## src/rtl/dcache_params.svh

```systemverilog
// cache geometry for the store path
// two ways only; the single plru bit per set and the 1-bit way index depend on it
// physical addresses, no translation

`ifndef DCACHE_PARAMS_SVH
`define DCACHE_PARAMS_SVH

// ==============================
// geometry
// ==============================
`define DCACHE_WAYS       2
`define DCACHE_WAY_W      1
`define DCACHE_SETS       16
`define DCACHE_LINE_BYTES 16
`define DCACHE_LINE_W     (`DCACHE_LINE_BYTES * 8)
`define DCACHE_PALEN      32

// address fields: tag | index | offset
`define DCACHE_OFFSET_W   4
`define DCACHE_INDEX_W    4
`define DCACHE_TAG_W      (`DCACHE_PALEN - `DCACHE_OFFSET_W - `DCACHE_INDEX_W)
`define DCACHE_TAG_LSB    (`DCACHE_OFFSET_W + `DCACHE_INDEX_W)

`endif

```

## src/rtl/dcache_pkg.sv

```systemverilog
// types shared by the store pipe, the arrays and the datapath stages
// store data is low-aligned; only byte, half and word sizes exist

`include "dcache_params.svh"

package dcache_pkg;

  typedef enum logic [1:0] {
    ALIGN_B = 2'd0,
    ALIGN_H = 2'd1,
    ALIGN_W = 2'd2
  } align_e;

  // OP_NONE marks an empty stage
  typedef enum logic [1:0] {
    OP_NONE   = 2'd0,
    OP_STORE  = 2'd1,
    OP_REFILL = 2'd2
  } op_e;

  // ==============================
  // requests from outside
  // ==============================
  typedef struct packed {
    logic [`DCACHE_PALEN-1:0]  paddr;
    align_e                    align;
    logic [31:0]               data;
  } store_req_t;

  typedef struct packed {
    logic [`DCACHE_PALEN-1:0]  paddr;
    logic [`DCACHE_LINE_W-1:0] line;
  } refill_req_t;

  // ==============================
  // pipe payloads
  // ==============================
  typedef struct packed {
    op_e                       op;
    logic [`DCACHE_PALEN-1:0]  paddr;
    align_e                    align;
    logic [31:0]               data;
    logic [`DCACHE_LINE_W-1:0] line;
  } stage_t;

  typedef struct packed {
    logic                      hit;
    logic [`DCACHE_WAY_W-1:0]  hit_way;
    logic [`DCACHE_WAY_W-1:0]  victim_way;
    logic                      victim_valid;
    logic [`DCACHE_TAG_W-1:0]  victim_tag;
    logic                      plru_next;
  } match_t;

  // one set as read from the tag/meta array
  typedef struct packed {
    logic [`DCACHE_WAYS-1:0][`DCACHE_TAG_W-1:0] tag;
    logic [`DCACHE_WAYS-1:0]                    valid;
    logic                                       plru;
  } tag_rd_t;

  typedef struct packed {
    logic [`DCACHE_PALEN-1:0]  paddr;
    op_e                       op;
    logic                      hit;
  } done_t;

  typedef struct packed {
    logic [`DCACHE_PALEN-1:0]  paddr;
    logic [`DCACHE_LINE_W-1:0] line;
  } evict_t;

endpackage

```

## src/rtl/store_merge.sv

```systemverilog
// stage 2 datapath: store byte merge, refill line select, eviction report
// store offset must be aligned to its size, the merge wraps inside the line

`timescale 1ns/1ps
`include "dcache_params.svh"

module store_merge (
  input  dcache_pkg::stage_t        s2_i,
  input  dcache_pkg::match_t        match_i,
  input  logic [`DCACHE_LINE_W-1:0] rd_line0_i,
  input  logic [`DCACHE_LINE_W-1:0] rd_line1_i,
  output logic [`DCACHE_LINE_W-1:0] wr_line_o,
  output logic                      evict_valid_o,
  output dcache_pkg::evict_t        evict_o,
  output dcache_pkg::done_t         done_o
);
  import dcache_pkg::*;

  logic [`DCACHE_LINE_BYTES-1:0][7:0] merged;
  logic [`DCACHE_LINE_W-1:0]          hit_line;
  logic [`DCACHE_LINE_W-1:0]          victim_line;
  logic [`DCACHE_OFFSET_W-1:0]        off;
  logic [`DCACHE_OFFSET_W-1:0]        pos;
  logic [2:0]                         nbytes;

  assign off         = s2_i.paddr[`DCACHE_OFFSET_W-1:0];
  assign hit_line    = match_i.hit_way ? rd_line1_i : rd_line0_i;
  assign victim_line = match_i.victim_way ? rd_line1_i : rd_line0_i;

  // ==============================
  // store merge
  // ==============================
  always_comb begin
    merged = hit_line;
    pos    = off;
    case (s2_i.align)
      ALIGN_B: nbytes = 3'd1;
      ALIGN_H: nbytes = 3'd2;
      default: nbytes = 3'd4;
    endcase
    // low bytes of the store data go to offset upward
    for (int b = 0; b < 4; b++) begin
      if (b < int'(nbytes)) begin
        pos         = off + `DCACHE_OFFSET_W'(b);
        merged[pos] = s2_i.data[8*b +: 8];
      end
    end
  end

  assign wr_line_o = (s2_i.op == OP_REFILL) ? s2_i.line : merged;

  // victim address rebuilt from its tag and this set
  assign evict_valid_o = (s2_i.op == OP_REFILL) && match_i.victim_valid;
  assign evict_o.paddr = {match_i.victim_tag,
                          s2_i.paddr[`DCACHE_TAG_LSB-1:`DCACHE_OFFSET_W],
                          `DCACHE_OFFSET_W'(0)};
  assign evict_o.line  = victim_line;

  assign done_o.paddr = s2_i.paddr;
  assign done_o.op    = s2_i.op;
  assign done_o.hit   = match_i.hit;

endmodule

```

## config.mk

```make
export PLATFORM = sky130hd
export DESIGN_NAME = store_merge
export DESIGN_NICKNAME = d
export VERILOG_FILES = /design/src/rtl/dcache_pkg.sv /design/src/rtl/store_merge.sv
export VERILOG_INCLUDE_DIRS = /design/src /design/src/rtl
export SDC_FILE = /design/constraint.sdc
export NUM_CORES = 1
export LEC_CHECK = 0
export BUFFER_PORTS_ARGS = -buffer_cell sky130_fd_sc_hd__buf_2
export CAP_MARGIN = 40
export CORE_AREA = 2 2 315 317
export DETAILED_ROUTE_END_ITERATION = 7
export DIE_AREA = 0 0 317 319
export MAX_ROUTING_LAYER = met4
export SYNTH_ARGS = -nofsm -noshare
export SYNTH_HDL_FRONTEND = slang
export SYNTH_SLANG_ARGS = --single-unit
```

## constraint.sdc

```tcl
create_clock -name vclk -period 3.5
set_clock_uncertainty 0.05 [all_clocks]
set_input_delay 0.7 -clock vclk [all_inputs]
set_output_delay 0.7 -clock vclk [all_outputs]
set_load 0.01 [all_outputs]
```

==> impl_metrics.csv, run 1 <==
group,metric,value,unit
status,outcome,"finished, violations left",
status,violations,"negative setup slack",
sta,rsz0062_at_grt,"yes",
pwr,internal_power,1380,uW
sta,fin_crit,3.52,ns
global_route,overflow,0,
detailed_routing,avgViaCountPerCell,4.68,
floorplanning,die_x,317,um
setup_path,critPathLaunchType,"primary input",
placement,port_buffers,690,
floorplanning,ioPinCount,805,
sta,clock.fmax,284,MHz
floorplanning,core_area,97700,um^2
yosys,ys_types,75,
detailed_routing,via_count,17400,
setup_path,path_class,"primary input to output port",
setup_path,arrival,2.77,ns
yosys,syn_avg_cell_area,6.72,um^2
detailed_routing,drc,0,
finish,drive_above_1_share,57.4,%
global_route,antenna_found_initial,81,
min_path,hp-class,"primary input to output port",
pwr,cellPowerDensity,174,nW/um^2
clock_network,cts-hold-fix-buffers,0,
sta,worst_pin_slew,0.839,ns
global_route,grt_pass1_vias,16900,
finish,seq_cells,0,
finish,final_area,18900,um^2
sta,finalHoldViolCount,0,
finish,clkbuf_count,0,
pwr,p_leak,0.00805,uW
sta,relSlewSlack,44.1,%
global_route,grt_pass1_wl,150,mm
pwr,sequentialPowerShare,0,%
yosys,yosys_warnings,0,
detailed_routing,wirelength,117,mm
placement,dpl_cell_area,17500,um^2
sta,timing.final.crit_share,101,%
run,cap_violations,0,
finish,ff_latch_area,0,um^2
yosys,ys_seq_area_share,0,%
finish,nets,2868,
pwr,power_frac_comb,100.0,%
pwr,peakVddDrop,0.0000642,V
pwr,clkPwrFrac,0,%
placement,place_ws,-0.873,ns
detailed_routing,drt_iter0_markers,1407,
setup_path,cp.required,2.75,ns
pwr,switching_power,1900,uW
placement,gp_congestion,0.945,
global_route,track_usage,22.4,%
setup_path,cp_max_fo,6,
sta,slew_viol_final,0,
detailed_routing,ant_nets,0,
placement,dpl.hpwl,99.3,mm
pwr,swShare,57.9,%
detailed_routing,dr.pass1.iters,5,
sta,setup_viol,1,
global_route,grt_start_max_net_pins,66,
setup_path,critPathCaptureType,"output port",
sta,setup_ws,-0.0199,ns
floorplanning,start_util,10.9,%
finish,area_delta_synth_final,77.1,%
floorplanning,die_h,319,um
yosys,netlist_area,10700,um^2
floorplanning,dieArea,101000,um^2
yosys,netlist_instances,1592,
floorplanning,rows,115,
detailed_routing,wl_per_cell,31.4,um
[cell families after synthesis]
kind of cell / after synthesis / share of synthesized area [%]
AND/OR/NAND/NOR: 567 / 24.8
AO/OA/AOI/OAI: 557 / 38.7
buffers and inverters: 238 / 13.4
multiplexers: 224 / 22.5
adder cells (fa/ha/maj): 3 / 0.351
XOR/XNOR: 2 / 0.234
other: 1 / 0.0351
[layer usage]
metal  routed length, um  vias to the layer above  share of wire [%]  track usage, %
met5                   0                        -                  0               -
met4                6210                        0                5.3            8.64
met3               11300                      226                9.7            6.80
met2               53600                     1106                 46            36.4
met1               45900                     8330                 39            25.6
li1                    -                     7774                  -               -
[final cells by class]
class	count	area [um^2]
tap	1287	1610
antenna	59	148
multi-input combinational	1357	10200
fill	11100	78800
timing repair buffer	1021	6940
inverter	4	15.0
[critical path: stages]
cell and delay (ns):
buf_12 0.11, ha_4 0.19, buf_6 0.15, xor2_4 0.17, buf_12 0.15, or3_4 0.44
buf_4 0.17, nor3_2 0.14, a2111oi_2 0.08, o31a_1 0.30, buf_2 0.17
[power by group through the flow]
stage               Combinational (uW)  Clock (uW)  Sequential, uW
floorplan                         1370           0               0
global placement                  3050           0               0
detailed placement                3050           0               0
CTS                               3200           0               0
global route                      3430     0.00207               0
finish                            3290     0.00227               0
[metrics by stage]
| stage | setup TNS, ns | hold WS [ns] | power (uW) | utilization [%] | std cells |
|---|---|---|---|---|---|
| after floorplan | 0 | 1.44 | 1370 | - | 1595 |
| after global placement | -45.46 | 1.35 | 3050 | 17.9 | 3653 |
| after detailed placement | -47.99 | 1.35 | 3050 | 17.9 | 3653 |
| after CTS | -0.0365 | 1.35 | 3200 | 18.7 | 3663 |
| after global routing | -0.325 | 1.35 | 3430 | 19.4 | 3723 |
| final | -0.0199 | 1.35 | 3290 | 19.4 | 3728 |
[Yosys cell counts (all sizes together), types with 34 or more instances]
master / number / area (um^2)
nor3: 57 / 325
a31o: 48 / 420
a31oi: 119 / 769
mux2i: 96 / 961
buf: 125 / 877
mux2: 128 / 1440
clkbuf: 109 / 541
a211oi: 64 / 480
nor2b: 39 / 244
o21ai: 68 / 344
o31ai: 34 / 283
nor2: 239 / 917
o22ai: 48 / 300
nand2: 151 / 574
[final timing paths]
| path | startpoint | to | slack (ns) | depth (start not counted) |
|---|---|---|---|---|
| max | s2_i[164] | wr_line_o[2] | -0.02 | 11 |
| min | match_i[8] | evict_o[143] | 1.35 | 0 |
[placed cells by master (no fill, tap or decap), types with 6 or more instances in the layout]
master	instances
nor2b_1	35
nor3_1	38
a21oi_2	11
a31oi_1	102
nand2_1	142
a2111oi_1	6
a21oi_1	17
a31o_2	48
o21ai_0	59
a211oi_1	53
nor3_2	13
a221oi_2	16
a221o_1	32
nor2_1	223
mux2i_1	96
and2_1	12
nor2_4	6
o31ai_1	31
mux2_2	128
a211oi_2	11
o31a_1	17
nand2b_1	11
o21ai_1	8
a31oi_4	7
buf_2	661
a2111oi_2	9
buf_12	59
buf_4	260
a2111o_1	16
nor3_4	6
nand3_2	7
a31oi_2	10
diode_2	59
o311ai_0	22
nor2_2	10
o22ai_1	48
nand3_1	10
buf_6	34
[repair_timing]
action,in CTS,in global routing
setup buffers,9,8
resized for setup,143,113
gates cloned,3,1
pin swaps,39,38
setup endpoints to repair,128,101
(Power assumes the default switching activity.)
==> run 2, diff against run 1 <==
--- a/config.mk
+++ b/config.mk
@@ -6,11 +6,12 @@
 export SDC_FILE = /design/constraint.sdc
 export NUM_CORES = 1
 export LEC_CHECK = 0
+export ABC_AREA = 1
 export BUFFER_PORTS_ARGS = -buffer_cell sky130_fd_sc_hd__buf_2
 export CAP_MARGIN = 40
-export CORE_AREA = 2 2 315 317
+export CORE_AREA = 2 2 318 320
 export DETAILED_ROUTE_END_ITERATION = 7
-export DIE_AREA = 0 0 317 319
+export DIE_AREA = 0 0 320 322
 export MAX_ROUTING_LAYER = met4
 export SYNTH_ARGS = -nofsm -noshare
 export SYNTH_HDL_FRONTEND = slang
==> constraint.sdc (replaced) <==
create_clock -name vclk -period 4.35
set_clock_uncertainty 0.05 [all_clocks]
set_input_delay 0.87 -clock vclk [all_inputs]
set_output_delay 0.87 -clock vclk [all_outputs]
set_load 0.01 [all_outputs]
==> run 2 against run 1 <==
Compared with the run above: the run now ends clean; largest cell class unchanged; sequential cell count unchanged; die area is 1.9% higher; combinational power decreased by 29%; wire length is 19% lower; global-route usage is 4.6 points lower; utilization decreased by 1.1 points; critical path depth is 1 higher; via count increased by 19%; first-iteration DRC count rose by 44%; cell area shrank 3.9%.
==> impl_metrics.csv, run 2 <==
group,metric,value,unit
status,outcome,"finished clean",
setup_path,cp_cell_sequence,"buf_2 -> ha_1 -> nand3_1 -> nand2_2 -> buf_12 -> nand3_1 -> nand2_1 -> nand3_1 -> nand2_1 -> nand2_1 -> nand2_1 -> buf_2",
finish,layout_common_cells,"nand2_1 (1,687), buf_2 (688), inv_1 (414), nand3_1 (361), mux2_2 (128)",
setup_path,cp.required,3.43,ns
pwr,peakVddDrop,0.0000735,V
yosys,ys_top_cells_by_area,"nand2_1 (46%), nand3_1 (13%), inv_1 (11%), mux2_2 (10%), buf_4 (4.1%)",
setup_path,critPathLaunchType,"primary input",
yosys,syn_avg_cell_area,4.50,um^2
floorplanning,ioPinCount,805,
setup_path,cp_max_fo,72,
global_route,overflow,0,
run,cap_violations,0,
sta,setup_tns,0,ns
global_route,globalRouteMet2Util,33.2,%
global_route,grt_pass1_wl,129,mm
finish,final_common_cell,"nand2_1",
yosys,netlist_instances,3067,
global_route,top_usage_layer,"met2",
sta,slew_viol_final,0,
sta,relSlewSlack,36.3,%
pwr,cellPowerDensity,128,nW/um^2
detailed_routing,via_count,20700,
floorplanning,rows,116,
clock_network,post_cts_buffers,0,
detailed_routing,dr.pass1.iters,8,
finish,nets,4055,
placement,port_buffers,690,
detailed_routing,ant_nets,0,
yosys,synth_area_leader_cell,"nand2_1",
finish,ff_latch_area,0,um^2
sta,setup_viol,0,
setup_path,cpMaxStageDelayCell,"buf_2",
sta,holdWs,1.69,ns
pwr,p_leak,0.0115,uW
min_path,hp-class,"primary input to output port",
detailed_routing,drc,0,
yosys,yosysMostFrequentCell,"nand2_1",
sta,clock.fmax,244,MHz
sta,setup_ws,0.246,ns
yosys,netlist_area,13800,um^2
global_route,use_met3,1.87,%
yosys,ys_seq_area_share,0,%
finish,area_delta_synth_final,31.8,%
global_route,grt_pass1_vias,18400,
yosys,yosys_warnings,0,
finish,final_util,18.3,%
global_route,antenna_found_initial,28,
global_route,grtUsageMet1,20.9,%
placement,place_ws,0.199,ns
floorplanning,dieArea,103000,um^2
detailed_routing,avgViaCountPerCell,4.23,
detailed_routing,drt_iter0_markers,2024,
yosys,synth_common_cells,"nand2_1 (1,687), inv_1 (416), nand3_1 (361)",
setup_path,max_stage_delay,0.32,ns
placement,gp_congestion,0.950,
setup_path,crit_path_frequent_cell,"nand2_1",
floorplanning,die_x,320,um
global_route,grt_start_max_net_pins,130,
sta,worst_pin_slew,0.954,ns
detailed_routing,wirelength,94.7,mm
floorplanning,core_area,99600,um^2
finish,seq_cells,0,
finish,num-fill-cells,11900,
finish,clkbuf_count,0,
placement,dpl.hpwl,81.9,mm
yosys,ys_types,23,
clock_network,cts-hold-fix-buffers,0,
global_route,track_usage,17.8,%
yosys,synth_top_area_share,45.9,%
finish,drive_above_1_share,26.7,%
clock_network,cts_resized,0,
sta,finalHoldViolCount,0,
floorplanning,start_util,13.9,%
sta,rsz0062_at_grt,"no",
sta,fin_crit,4.10,ns
setup_path,critPathCaptureType,"output port",
setup_path,path_class,"primary input to output port",
setup_path,arrival,3.18,ns
detailed_routing,wl_per_cell,19.4,um
sta,timing.final.crit_share,94.3,%
floorplanning,die_h,322,um
[run 2: cell types whose count changed after synthesis, sizes merged, moves of 57 or more]
cell / change
nand2: +1546
inv: +426
nand3: +351
nor2: -192
a31oi: -119
mux2i: -96
a211oi: -64
nand4: +64
nor3: -57
[run 2: kinds of logic (layout without fill, tap and decap cells)]
kind of cell | count (synthesis) | in the layout | synth area share [%]
AOI/OAI and AO/OA | 64 | 64 | 2.32
other | 1 | 20 | 0.0272
muxes | 128 | 128 | 10.4
adders and majority gates | 3 | 3 | 0.272
buffers and inverters | 692 | 1191 | 21.6
and+or+nand+nor | 2179 | 2179 | 65.4
[run 2: report_power, final]
group          total, uW  internal, uW  switching (uW)
clock network   0.000503      0.000503               0
logic               2330           764            1570
registers              0             0               0
total               2330           764            1570
[run 2: worst max-delay path: cells and delay by family]
| family | cells | cell delay, ns |
|---|---|---|
| simple gates | 8 | 1.22 |
| fa+ha+maj | 1 | 0.31 |
| buf+inv | 3 | 0.74 |
[run 2: final cells by class]
type	count	area, um^2	share of cell area (%)
timing repair buffer	753	4030	22.1
inverter	438	1650	9.08
tap	1298	1620	8.93
multi-input combinational	2378	10900	59.6
antenna	16	40.0	0.220
[run 2: layer usage]
layer  up-vias  wire length, um
met5         -                0
met4         0             1760
met3       101             7330
met2      1027            48900
met1      9281            36700
li1      10300                -
[run 2: stage by stage]
stage          total power (uW)  cell area (um^2)  std cells
2_1_floorplan              1270             13800       3070
3_3_place_gp               2370             18100       4866
3_5_place_dp               2380             18200       4867
4_1_cts                    2390             18200       4867
5_1_grt                    2570             18200       4882
6_report                   2330             18200       4883
[run 2: worst paths after layout]
kind                  cells past startpoint             to       from
worst min-delay path                      0     done_o[11]  s2_i[170]
worst max-delay path                     12  wr_line_o[57]  s2_i[163]
==> run 3, diff against run 2 <==
--- a/config.mk
+++ b/config.mk
@@ -13,6 +13,7 @@
 export DETAILED_ROUTE_END_ITERATION = 7
 export DIE_AREA = 0 0 320 322
 export MAX_ROUTING_LAYER = met4
+export PLACE_DENSITY_LB_ADDON = 0.1
 export SYNTH_ARGS = -nofsm -noshare
 export SYNTH_HDL_FRONTEND = slang
 export SYNTH_SLANG_ARGS = --single-unit
==> run 3 against run 2 <==
Compared with the run above: die area unchanged; utilization about the same; hold slack unchanged; largest power group unchanged.
==> impl_metrics.csv, run 3 (synthesis gave the netlist of run 2 again) <==
group,metric,value,unit
finish,clkbuf_count,0,
sta,holdWs,1.69,ns
pwr,swShare,66.6,%
placement,port_buffers,690,
floorplanning,core_area,99600,um^2
sta,relSlewSlack,39.5,%
floorplanning,dieArea,103000,um^2
pwr,cellPowerDensity,126,nW/um^2
pwr,internal_power,765,uW
global_route,track_usage,18.3,%
sta,finalHoldViolCount,0,
sta,setup_viol,0,
floorplanning,start_util,13.9,%
sta,timing.final.crit_share,95.3,%
sta,slew_viol_final,0,
finish,nets,4058,
detailed_routing,avgViaCountPerCell,4.08,
finish,layout_common_cells,"nand2_1 (1,687), buf_2 (687), inv_1 (414), nand3_1 (358), mux2_2 (128)",
floorplanning,die_x,320,um
sta,fin_crit,4.14,ns
global_route,overflow,0,
global_route,grt_start_max_net_pins,129,
setup_path,arrival,3.22,ns
setup_path,critPathCaptureType,"output port",
global_route,top_usage_layer,"met2",
detailed_routing,ant_nets,0,
min_path,min_from,"s2_i[184]",
placement,place_ws,0.177,ns
setup_path,cp_max_fo,36,
pwr,p_leak,0.0115,uW
setup_path,startpoint,"s2_i[162]",
placement,gp_congestion,0.830,
sta,setup_ws,0.206,ns
detailed_routing,drt_iter0_markers,1372,
detailed_routing,wl_per_cell,19.8,um
floorplanning,die_h,322,um
placement,dpl.hpwl,81.2,mm
status,outcome,"finished clean",
pwr,sequentialPowerShare,0,%
pwr,clkPwrFrac,0,%
global_route,antenna_found_initial,6,
pwr,peakVddDrop,0.0000422,V
detailed_routing,dr.pass1.iters,5,
clock_network,post_cts_buffers,0,
setup_path,path_class,"primary input to output port",
pwr,power,2290,uW
global_route,grt_pass1_wl,134,mm
global_route,globalRouteMet2Util,36.4,%
clock_network,cts_resized,0,
min_path,hp-class,"primary input to output port",
pwr,switching_power,1520,uW
global_route,grtUsageMet1,20.2,%
detailed_routing,via_count,19900,
finish,drive_above_1_share,26.8,%
detailed_routing,drc,0,
setup_path,cp.required,3.43,ns
setup_path,critPathLaunchType,"primary input",
run,cap_violations,0,
floorplanning,rows,116,
detailed_routing,wirelength,96.5,mm
global_route,grt_pass1_vias,19300,
finish,final_common_cell,"nand2_1",
finish,area_delta_synth_final,32.1,%
pwr,power_frac_comb,100.0,%
sta,clock.fmax,241,MHz
sta,rsz0062_at_grt,"no",
global_route,use_met3,1.42,%
min_path,hold_path_depth,0,
min_path,worstHoldEndpoint,"done_o[25]",
finish,seq_cells,0,
finish,ff_latch_area,0,um^2
floorplanning,ioPinCount,805,
sta,worst_pin_slew,0.906,ns
clock_network,cts-hold-fix-buffers,0,
[run 3: changes by cell type in the layout (fill, tap and decap cells not counted), sizes merged]
| cell | before | now |
|---|---|---|
| clkbuf | 0 | 1 |
| buf | 753 | 755 |
| diode | 16 | 4 |
[run 3: metal layers]
layer | vias to the layer above | share of wire [%]
met3 | 59 | 4.0
met1 | 9032 | 39
li1 | 10300 | -
met5 | - | 0
met2 | 546 | 56
met4 | 0 | 1.4
[run 3: worst max-delay path by stage]
stage | to | slack, ns | depth (start not counted)
finish | wr_line_o[58] | 0.21 | 13
detailed placement | wr_line_o[5] | 0.18 | 12
floorplan | wr_line_o[7] | 0.91 | 11
CTS | wr_line_o[5] | 0.17 | 12
global placement | wr_line_o[49] | -0.02 | 12
global route | wr_line_o[60] | 0.04 | 13
[run 3: layout make-up]
cell class,instances,area [um^2]
well taps,1298,1620
fillers,12100,81300
repair buffers,756,4070
diodes,4,10.0
inverters,438,1650
multi-input cells,2378,10900
[run 3: metrics by stage]
step / util, % / setup TNS (ns) / instance area [um^2] / cells
2_1_floorplan: - / 0 / 13800 / 3070
3_3_place_gp: 18.2 / -0.0226 / 18200 / 4868
3_5_place_dp: 18.3 / 0 / 18200 / 4870
4_1_cts: 18.3 / 0 / 18200 / 4870
5_1_grt: 18.3 / 0 / 18200 / 4874
6_report: 18.3 / 0 / 18200 / 4874
[run 3: power by group through the flow]
stage	Sequential (uW)	Combinational [uW]	Clock, uW
after floorplan	0	1270	0
after global placement	0	2370	0
after detailed placement	0	2370	0
after CTS	0	2370	0
after global routing	0	2560	0.000123
final	0	2290	0.000124
[run 3: worst max-delay path: stages]
cell and delay, ns:
buf_2 0.25, nand2_4 0.15, buf_4 0.19, nand2_1 0.06, nand2_1 0.22, buf_4 0.41
nand3_1 0.29, nand2_1 0.19, nand3_1 0.11, nand2_1 0.08, nand2_1 0.15, nand2_1 0.10
buf_2 0.13
